**config.mk**
```make
export PLATFORM = sky130hd
export DESIGN_NAME = cp0Top
export DESIGN_NICKNAME = d
export VERILOG_FILES = /design/src/cp0Pkg.sv /design/src/cp0Registers.sv /design/src/cp0Timer.sv /design/src/cp0Top.sv /design/src/exceptionArbiter.sv
export SDC_FILE = /design/constraint.sdc
export NUM_CORES = 1
export LEC_CHECK = 0
export CAP_MARGIN = 10
export CORE_MARGIN = 2
export CORE_UTILIZATION = 40
export DETAILED_ROUTE_END_ITERATION = 8
export DONT_BUFFER_PORTS = 1
export PLACE_DENSITY = 0.57
export SLEW_MARGIN = 20
export SYNTH_ARGS = -nofsm -noshare
export SYNTH_HDL_FRONTEND = slang
export SYNTH_SLANG_ARGS = --single-unit
```
**constraint.sdc**
```tcl
create_clock -name clock -period 5.23 [get_ports clock]
set_input_delay 0.2615 -clock clock [delete_from_list [all_inputs] [get_ports clock]]
set_output_delay 0.2615 -clock clock [all_outputs]
set_load 0.05 [all_outputs]
```
**src/cp0Pkg.sv**
```systemverilog
`default_nettype none

package cp0Pkg;

    // Register numbers, all at select 0
    localparam logic [4:0] regBadVAddr = 5'd8;
    localparam logic [4:0] regCount    = 5'd9;
    localparam logic [4:0] regCompare  = 5'd11;
    localparam logic [4:0] regStatus   = 5'd12;
    localparam logic [4:0] regCause    = 5'd13;
    localparam logic [4:0] regEpc      = 5'd14;
    localparam logic [4:0] regPrId     = 5'd15;
    localparam logic [4:0] regConfig   = 5'd16;

    // Cause.ExcCode, low four bits only
    typedef enum logic [3:0] {
        excInt  = 4'h0,   // Interrupt
        excAdEL = 4'h4,   // Address error on load or fetch
        excAdES = 4'h5,   // Address error on store
        excSys  = 4'h8,   // Syscall
        excBp   = 4'h9,   // Breakpoint
        excRi   = 4'ha,   // Reserved instruction
        excCpU  = 4'hb,   // Coprocessor unusable
        excOv   = 4'hc,   // Integer overflow
        excTr   = 4'hd    // Trap
    } excCode;

    localparam logic [31:0] offsetGeneral  = 32'h0000_0180;
    localparam logic [31:0] offsetSpecial  = 32'h0000_0200;   // Interrupts with Cause.IV set
    localparam logic [31:0] statusWritable = 32'h1240_ff17;   // CU0 RE BEV IM UM ERL EXL IE

    // CP0 instruction as decoded in ID
    typedef struct packed {
        logic        mfc0;
        logic        mtc0;
        logic        eret;
        logic        cop1;
        logic        cop3;
        logic [4:0]  rd;
        logic [2:0]  sel;
        logic [31:0] writeData;   // GPR value for mtc0
    } cp0Request;

    typedef struct packed {
        logic adIf;   // IF
        logic adEl;   // MEM
        logic adEs;   // MEM
        logic ov;     // EX
        logic tr;     // MEM
        logic sys;    // ID
        logic bp;     // ID
        logic ri;     // ID
    } stageFaults;

    typedef struct packed {
        logic [31:0] restartPc;       // Bad fetch address for IF
        logic        isBranchDelay;
    } stageContext;

    typedef struct packed {
        logic ifStage;
        logic idStage;
        logic exStage;
        logic memStage;
    } stageSet;

    // Status at its architectural bit positions
    typedef struct packed {
        logic [2:0] rsvd31;
        logic       cu0;      // 28
        logic [1:0] rsvd27;
        logic       re;       // 25
        logic [1:0] rsvd24;
        logic       bev;      // 22
        logic [5:0] rsvd21;
        logic [7:0] im;       // 15:8
        logic [2:0] rsvd7;
        logic       um;       // 4
        logic       rsvd3;
        logic       erl;      // 2
        logic       exl;      // 1
        logic       ie;       // 0
    } statusFields;

    typedef union packed {
        logic [31:0] raw;     // As moved by mtc0 and mfc0
        statusFields fields;
    } statusWord;

    typedef struct packed {
        logic        taken;
        excCode      code;
        logic        isBranchDelay;
        logic [31:0] restartPc;
    } commitEvent;

endpackage

`default_nettype wire

```
**src/cp0Registers.sv**
```systemverilog
`timescale 1ns/100ps
`default_nettype none

module cp0Registers #(
    parameter logic [7:0] prIdRevision = 8'h01
) (
    input  wire                  clock,
    input  wire                  reset,
    input  wire cp0Pkg::cp0Request    request,
    input  wire                  idStall,
    input  wire cp0Pkg::commitEvent   commit,
    input  wire cp0Pkg::stageSet      ready,
    input  wire           [31:0] badAddrMem,
    input  wire            [4:0] hwInt,
    input  wire                  idIsFlushed,
    input  wire           [31:0] count,
    input  wire           [31:0] compare,
    input  wire                  timerPending,
    output logic          [31:0] readData,
    output logic                 kernelMode,
    output logic                 reverseEndian,
    output cp0Pkg::statusWord    status,
    output logic                 causeIv,
    output logic          [31:0] epc,
    output logic                 cpUnusable,
    output logic                 interruptRequest,
    output logic                 countWrite,
    output logic                 compareWrite,
    output logic                 countRead,
    output logic          [31:0] writeData
);

    import cp0Pkg::*;

    logic        causeBd;
    logic [1:0]  causeCe;
    logic [4:0]  hwIp;         // IP6:2
    logic [1:0]  swIp;         // IP1:0
    excCode      causeCode;
    logic [31:0] badVAddr;
    logic [7:0]  pending;
    logic [31:0] causeWord;
    logic        accessOk;
    logic        selZero;
    logic        writeOk;      // mtc0 that lands this cycle
    logic        eretGo;

    assign kernelMode    = ~status.fields.um | status.fields.exl | status.fields.erl;
    assign reverseEndian = status.fields.re;
    assign accessOk      = status.fields.cu0 | kernelMode;
    assign selZero       = (request.sel == 3'd0);
    assign writeOk       = accessOk & request.mtc0 & ~idStall & selZero & ~commit.taken;
    assign eretGo        = accessOk & request.eret & ~idStall & ~commit.taken;

    // COP1 and COP3 are always unusable, CP0 needs kernel mode or CU0
    assign cpUnusable = request.cop1 | request.cop3
                      | ((request.mtc0 | request.mfc0 | request.eret) & ~accessOk);

    assign pending   = {timerPending, hwIp, swIp};
    assign causeWord = {causeBd, 1'b0, causeCe, 4'b0, causeIv, 1'b0, 6'b0,
                        pending, 2'b0, causeCode, 2'b0};

    assign interruptRequest = status.fields.ie & (|(pending & status.fields.im))
                            & ~status.fields.exl & ~status.fields.erl & ~idIsFlushed;

    // Timer side
    assign writeData    = request.writeData;
    assign countWrite   = writeOk & (request.rd == regCount);
    assign compareWrite = writeOk & (request.rd == regCompare);
    assign countRead    = accessOk & request.mfc0 & selZero & (request.rd == regCount);

    always_ff @(posedge clock) begin
        if (reset) begin
            status.raw        <= '0;
            status.fields.bev <= 1'b1;   // Boot vectors
            status.fields.erl <= 1'b1;   // Kernel mode out of reset
        end else if (commit.taken) begin
            status.fields.exl <= 1'b1;
        end else if (writeOk && request.rd == regStatus) begin
            status.raw <= request.writeData & statusWritable;   // Reserved bits stay zero
        end else if (eretGo) begin
            if (status.fields.erl)
                status.fields.erl <= 1'b0;
            else
                status.fields.exl <= 1'b0;
        end
    end

    always_ff @(posedge clock) begin
        if (reset) begin
            causeBd   <= 1'b0;
            causeCe   <= 2'b00;
            causeIv   <= 1'b0;
            hwIp      <= '0;
            swIp      <= '0;
            causeCode <= excInt;
        end else begin
            hwIp <= hwInt;   // Level sampled each cycle
            if (commit.taken) begin
                if (!status.fields.exl)
                    causeBd <= commit.isBranchDelay;   // Keep the first BD when nested
                causeCe   <= request.cop3 ? 2'd3 : (request.cop1 ? 2'd1 : 2'd0);
                causeCode <= commit.code;
            end else if (writeOk && request.rd == regCause) begin
                causeIv <= request.writeData[23];
                swIp    <= request.writeData[9:8];
            end
        end
    end

    always_ff @(posedge clock) begin
        if (commit.taken) begin
            if (!status.fields.exl)
                epc <= commit.restartPc;
        end else if (writeOk && request.rd == regEpc) begin
            epc <= request.writeData;
        end
        if (ready.memStage)
            badVAddr <= badAddrMem;
        else if (ready.ifStage)
            badVAddr <= commit.restartPc;   // Bad fetch address
    end

    // mfc0 read mux
    always_comb begin
        readData = '0;
        if (request.mfc0 && accessOk && selZero) begin
            case (request.rd)
                regBadVAddr: readData = badVAddr;
                regCount:    readData = count;
                regCompare:  readData = compare;
                regStatus:   readData = status.raw;
                regCause:    readData = causeWord;
                regEpc:      readData = epc;
                regPrId:     readData = {24'h0, prIdRevision};
                regConfig:   readData = 32'h8000_8000;   // M set, big-endian, K0 zero
                default:     readData = '0;
            endcase
        end
    end

endmodule

`default_nettype wire

```
**src/cp0Timer.sv**
```systemverilog
`timescale 1ns/100ps
`default_nettype none

module cp0Timer (
    input  wire         clock,
    input  wire         reset,
    input  wire         countWrite,     // mtc0 to Count
    input  wire         compareWrite,   // mtc0 to Compare
    input  wire         countRead,      // Allowed mfc0 of Count
    input  wire  [31:0] writeData,
    output logic [31:0] count,
    output logic [31:0] compare,
    output logic        timerPending    // Cause.IP7
);

    logic match;

    assign match = (count == compare);

    always_ff @(posedge clock) begin
        if (reset) begin
            count        <= '0;
            compare      <= '0;
            timerPending <= 1'b0;
        end else begin
            if (countWrite)
                count <= writeData;
            else if (match)
                count <= '0;              // Wrap on match
            else
                count <= count + 32'd1;

            if (compareWrite)
                compare <= writeData;

            // Sticky until software reads Count
            if (countRead)
                timerPending <= 1'b0;
            else if (match)
                timerPending <= 1'b1;
        end
    end

endmodule

`default_nettype wire

```
**src/cp0Top.sv**
```systemverilog
`timescale 1ns/100ps
`default_nettype none

module cp0Top #(
    parameter logic [31:0] resetVector  = 32'hbfc0_0000,
    parameter logic [31:0] bootBase     = 32'hbfc0_0200,   // BEV set
    parameter logic [31:0] normalBase   = 32'h8000_0000,   // BEV clear
    parameter logic [7:0]  prIdRevision = 8'h01
) (
    input  wire                  clock,
    input  wire                  reset,
    input  wire cp0Pkg::cp0Request    request,
    input  wire                  idStall,
    input  wire                  ifStall,
    input  wire cp0Pkg::stageFaults   faults,
    input  wire cp0Pkg::stageContext  ifCtx,
    input  wire cp0Pkg::stageContext  idCtx,
    input  wire cp0Pkg::stageContext  exCtx,
    input  wire cp0Pkg::stageContext  memCtx,
    input  wire           [31:0] badAddrMem,
    input  wire cp0Pkg::stageSet      canErr,
    input  wire                  idIsFlushed,
    input  wire            [4:0] hwInt,
    output logic          [31:0] readData,
    output logic                 kernelMode,
    output logic                 reverseEndian,
    output cp0Pkg::stageSet      stall,
    output cp0Pkg::stageSet      flush,
    output logic                 excPcSel,
    output logic          [31:0] excPc
);

    import cp0Pkg::*;

    statusWord   status;
    commitEvent  commit;
    stageSet     ready;
    logic        causeIv;
    logic [31:0] epc;
    logic        cpUnusable;
    logic        interruptRequest;
    logic [31:0] count;
    logic [31:0] compare;
    logic        timerPending;
    logic        countWrite;
    logic        compareWrite;
    logic        countRead;
    logic [31:0] writeData;

    exceptionArbiter #(
        .resetVector (resetVector),
        .bootBase    (bootBase),
        .normalBase  (normalBase)
    ) u_exceptionArbiter (
        .clock(clock), .reset(reset), .faults(faults), .cpUnusable(cpUnusable),
        .interruptRequest(interruptRequest), .request(request), .idStall(idStall),
        .ifStall(ifStall), .canErr(canErr), .ifCtx(ifCtx), .idCtx(idCtx), .exCtx(exCtx),
        .memCtx(memCtx), .status(status), .causeIv(causeIv), .epc(epc), .stall(stall),
        .flush(flush), .ready(ready), .commit(commit), .excPcSel(excPcSel), .excPc(excPc)
    );

    cp0Timer u_cp0Timer (
        .clock(clock), .reset(reset), .countWrite(countWrite),
        .compareWrite(compareWrite), .countRead(countRead), .writeData(writeData),
        .count(count), .compare(compare), .timerPending(timerPending)
    );

    cp0Registers #(
        .prIdRevision (prIdRevision)
    ) u_cp0Registers (
        .clock(clock), .reset(reset), .request(request), .idStall(idStall),
        .commit(commit), .ready(ready), .badAddrMem(badAddrMem), .hwInt(hwInt),
        .idIsFlushed(idIsFlushed), .count(count), .compare(compare),
        .timerPending(timerPending), .readData(readData), .kernelMode(kernelMode),
        .reverseEndian(reverseEndian), .status(status), .causeIv(causeIv), .epc(epc),
        .cpUnusable(cpUnusable), .interruptRequest(interruptRequest),
        .countWrite(countWrite), .compareWrite(compareWrite), .countRead(countRead),
        .writeData(writeData)
    );

endmodule

`default_nettype wire

```
**src/exceptionArbiter.sv**
```systemverilog
`timescale 1ns/100ps
`default_nettype none

module exceptionArbiter #(
    parameter logic [31:0] resetVector = 32'hbfc0_0000,
    parameter logic [31:0] bootBase    = 32'hbfc0_0200,
    parameter logic [31:0] normalBase  = 32'h8000_0000
) (
    input  wire                 clock,
    input  wire                 reset,
    input  wire cp0Pkg::stageFaults  faults,
    input  wire                 cpUnusable,
    input  wire                 interruptRequest,
    input  wire cp0Pkg::cp0Request   request,
    input  wire                 idStall,
    input  wire                 ifStall,
    input  wire cp0Pkg::stageSet     canErr,
    input  wire cp0Pkg::stageContext ifCtx,
    input  wire cp0Pkg::stageContext idCtx,
    input  wire cp0Pkg::stageContext exCtx,
    input  wire cp0Pkg::stageContext memCtx,
    input  wire cp0Pkg::statusWord   status,
    input  wire                 causeIv,
    input  wire          [31:0] epc,
    output cp0Pkg::stageSet     stall,
    output cp0Pkg::stageSet     flush,
    output cp0Pkg::stageSet     ready,
    output cp0Pkg::commitEvent  commit,
    output logic                excPcSel,
    output logic         [31:0] excPc
);

    import cp0Pkg::*;

    stageSet     detect;
    stageSet     mask;
    stageSet     ahead;       // Some forward stage is detecting
    logic        idHeld;
    logic        eretGo;
    logic        resetDelay;
    excCode      code;
    stageContext chosen;
    logic [31:0] vectorBase;

    // Flushes IF for the first cycle out of reset
    always_ff @(posedge clock) resetDelay <= reset;

    assign detect.memStage = faults.adEl | faults.adEs | faults.tr;
    assign detect.exStage  = faults.ov;
    assign detect.idStage  = faults.sys | faults.bp | faults.ri | cpUnusable | interruptRequest;
    assign detect.ifStage  = faults.adIf;

    // A stage waits while any stage ahead of it could still fault
    assign mask.memStage = ifStall;
    assign mask.exStage  = ifStall | canErr.memStage;
    assign mask.idStage  = ifStall | canErr.memStage | canErr.exStage;
    assign mask.ifStage  = ifStall | canErr.memStage | canErr.exStage | canErr.idStage;

    assign ahead.memStage = 1'b0;
    assign ahead.exStage  = detect.memStage;
    assign ahead.idStage  = detect.memStage | detect.exStage;
    assign ahead.ifStage  = detect.memStage | detect.exStage | detect.idStage;

    assign idHeld = detect.idStage | request.mtc0 | request.eret;   // CP0 writes wait too
    assign eretGo = request.eret & ~idStall & ~cpUnusable;

    assign stall.memStage = detect.memStage & mask.memStage;
    assign stall.exStage  = detect.exStage & mask.exStage & ~ahead.exStage;
    assign stall.idStage  = idHeld & mask.idStage & ~ahead.idStage;
    assign stall.ifStage  = detect.ifStage & mask.ifStage & ~ahead.ifStage;

    // At most one bit set, the forward-most unmasked fault
    assign ready = detect & ~mask & ~ahead & {4{~idStall}};

    // Detecting stage and all stages behind it
    assign flush.memStage = detect.memStage;
    assign flush.exStage  = flush.memStage | detect.exStage;
    assign flush.idStage  = flush.exStage | detect.idStage;
    assign flush.ifStage  = flush.idStage | detect.ifStage | eretGo | resetDelay;

    // Fixed priority, forward stage first and interrupts last
    always_comb begin
        if (faults.adEl)     code = excAdEL;
        else if (faults.adEs) code = excAdES;
        else if (faults.tr)  code = excTr;
        else if (faults.ov)  code = excOv;
        else if (faults.sys) code = excSys;
        else if (faults.bp)  code = excBp;
        else if (faults.ri)  code = excRi;
        else if (cpUnusable) code = excCpU;
        else if (ready.ifStage) code = excAdEL;   // AdIF is reported as AdEL
        else                 code = excInt;
    end

    always_comb begin
        if (ready.memStage)     chosen = memCtx;
        else if (ready.exStage) chosen = exCtx;
        else if (ready.idStage) chosen = idCtx;
        else                    chosen = ifCtx;
    end

    always_comb begin
        commit.taken         = |ready;
        commit.code          = code;
        commit.isBranchDelay = chosen.isBranchDelay;
        commit.restartPc     = chosen.restartPc;
    end

    assign vectorBase = status.fields.bev ? bootBase : normalBase;

    always_comb begin
        if (reset)
            excPc = resetVector;
        else if (eretGo)
            excPc = status.fields.erl ? resetVector : epc;   // ERL only from reset
        else if (causeIv & interruptRequest & (code == excInt))
            excPc = vectorBase + offsetSpecial;
        else
            excPc = vectorBase + offsetGeneral;
    end

    assign excPcSel = reset | eretGo | (|ready);

endmodule

`default_nettype wire

```
==> reports/summary.txt <==
Hold Crit Depth: 2
Synth Net Count: 1,451
Synth area leaders: dfxtp_1 (20%), edfxtp_1 (20%), nand2_1 (11%)
Root Driver: clkbuf_16
Crit path depth: 6
count leader, synth: nand2_1
DRT Pass-1 Iters: 5
worst reg2reg path endpoint: u_cp0Registers.epc[15]
post-synth top area cell: dfxtp_1
Mapped Cells: 1,218
Main synth FF type: dfxtp_1
CP bufs+invs: 1
fill cell count: 2,336
clock tree buffer depth: 2
GRT overflow: 0
post-synthesis xor/xnor area fraction: 0.05461
vias in the first global route: 8,509
Pwr Density: 269.2 nW/um2
Slowest cell on crit path: nor2_1
adder-cell share of the synthesized area: 0.002558
worst skew pair latency: 440 ps
DRC: 0
starting density of the core: 0.4046
setup repair after global routing missed its margin: false
main combinational cell family by area after synthesis: simple AND/OR/NAND/NOR gates
routed len/inst: 24.90 um
Worst setup EP type: primary output
row count: 57
CTS Hold Bufs: 45
PnR Total Power: 3020 uW
Setup violations, final: 0
worst-margin pin slew: 1206 ps
CTS tree: built
# Max-Cap Violations: 0
global-route wire length before repair: 55.79 mm
clock transition at the registers of the reported paths: 70 ps
chip width: 160.4 um
number of port buffers: 0
syn avg cell area: 8.032 um2
share of layout cells above drive strength 1: 0.08958
Top Ports: 306
via count: 9,270
crit-path max FO: 11
setup bufs post-CTS: 0
Vias/cell: 5.950
post-route ant nets: 0
Peak VDD IR: 0.0002215 V
worst reg-to-reg setup slack: 1770 ps
Slew HR: 0.1983
Reg2Reg Depth: 7
Worst Hold Launch: badAddrMem[31]
hold crit path type: input port to flip-flop
die area: 25,730 um2
Final Critical Period: 3765 ps
die span in y: 160.4 um
Commonest cells post-synth: nand2_1 (274), a21oi_1 (148), dfxtp_1 (96), nor2_1 (87), clkbuf_1 (82)
sequential fraction of the synthesis area: 0.3929
upper clock frequency limit: 0.2656 GHz
simple-gate portion of the synthesized area: 0.2395
gpl congestion: 0.8919
storage element area: 3844 um2
Largest delay share family, worst path: simple AND/OR/NAND/NOR gates
CP required: 4970 ps
CTS Sinks: 160
arrival time worst endpoint: 3500 ps
Synth Warn #: 0
status: finished clean
H-tree depth: 4
final slew viol count: 0
CP Launch Type: flip-flop
setup tns final: 0 ps
Area Growth Syn to Fin: 14.67%
core area: 24,180 um2
Leak Pwr: 0.003893 uW
# resized after CTS: 0
Clock Skew: 13.26 ps
Tcrit/Tclk final: 0.7199
initial antenna violation count: 2
final wirelength: 38.80 mm
synthesis-stage register bit count: 160
Min-Delay Endpoint: u_cp0Registers.badVAddr[31]
Detail Placement HPWL: 27.92 mm
post-synth top area share: 0.1964
Multi-input gate area: 5562 um2
worst path cell trace: or4b_4 -> nand3b_1 -> or2_2 -> nor2_1 -> buf_4 -> and2_1
Mapped Area: 9783 um2
Post-synth EDFFs: 64
proportion of synthesized area in mux cells: 0.03798
initial detailed-routing violation count: 812
critical path class: flip-flop to primary output
Worst path max stage delay: 570 ps
compound-gate portion of the synthesized area: 0.2256
fraction of registers with async set/reset: 0
Nets: 1,448
total track usage: 0.2928
largest net degree at the start of global routing: 97
Unique masters post-synth: 56
worst flop-to-flop path startpoint: u_cp0Registers.status[2]
CTS Buf Count: 17
Final Hold Viols: 0
==> sequential cells by signal, summed over array words and instances, names as in the netlist <==
name,cells
u_cp0Timer.compare,32
u_cp0Registers.swIp,2
u_cp0Registers.causeIv,1
u_cp0Registers.hwIp,5
u_cp0Registers.causeCe,2
u_cp0Timer.count,32
u_cp0Registers.epc,32
u_cp0Registers.status,15
u_exceptionArbiter.resetDelay,1
u_cp0Registers.causeCode,4
u_cp0Timer.timerPending,1
u_cp0Registers.badVAddr,32
u_cp0Registers.causeBd,1
==> metal layers <==
metal | track usage | share of wire | vias to the layer above
met4 | 0.09173 | 0.028 | 0
met5 | 0 | 0 | -
met1 | 0.4009 | 0.43 | 4378
met3 | 0.07541 | 0.094 | 57
met2 | 0.4542 | 0.45 | 485
li1 | - | - | 4350
==> how the worst max path moves through the flow <==
stage | from | to
floorplan | faults[6] | u_cp0Registers.badVAddr[0]
global placement | faults[6] | u_cp0Registers.epc[15]
detailed placement | faults[6] | u_cp0Registers.epc[14]
CTS | u_cp0Registers.status[2] | excPc[13]
global route | u_cp0Registers.status[2] | excPc[13]
finish | u_cp0Registers.status[2] | excPc[11]
==> placed cells by master, fill, tap and decap left out, drive strengths merged, types with 17 or more instances in the layout <==
master,count
clkbuf,17
mux2,25
a22o,23
dfxtp,96
a31oi,33
a22oi,20
a21boi,32
nand3,17
dlygate4sd3,44
xor2,50
buf,34
edfxtp,64
a21oi,148
nor2,87
nand2,274
or3,37
and2,22
a2bb2oi,32
==> stage by stage <==
step | instance area, um2 | utilization | cells | hold WS, ps | setup slack (ps)
floorplan | 9791 | - | 1218 | 289.2 | 1065
global placement | 10080 | 0.4171 | 1474 | 298.7 | 1823
detailed placement | 10080 | 0.4171 | 1474 | 302.6 | 1801
CTS | 11180 | 0.4626 | 1551 | 1.033 | 1525
global route | 11210 | 0.4635 | 1553 | 7.160 | 1308
finish | 11220 | 0.4640 | 1558 | 8.122 | 1465
==> final cells by class <==
class / count / share of cell area
multi-input cells: 949 / 0.4958
flip-flops and latches: 160 / 0.3426
repair buffers: 78 / 0.06491
clock buffers: 17 / 0.03792
well taps: 324 / 0.03614
clock inverters: 15 / 0.01829
inverters: 9 / 0.003011
diodes: 6 / 0.001338
==> kinds of logic (layout without fill, tap and decap cells) <==
group / Yosys count / in the layout
and+or+nand+nor: 515 / 515
buffers and inverters: 109 / 119
other: 0 / 6
DFF: 160 / 160
muxes: 34 / 34
adders and majority gates: 2 / 2
AOI/OAI and AO/OA: 337 / 337
xor gates and xnor gates: 61 / 61
==> where the power goes <==
group | leakage, uW | internal (uW) | switching (uW)
registers | 0.00137 | 1350 | 26.5
clock network | 0.000303 | 806 | 561
logic | 0.00222 | 99.5 | 178
==> worst register-to-register path, stage by stage, from the launching register on <==
cell	delay (ps)
dfxtp_1	410
or4b_4	570
o2111a_1	390
a21oi_4	670
buf_4	400
a21boi_1	210
a2bb2oi_1	400
a31oi_1	130
No activity file was read; power rests on OpenSTA's default activity.
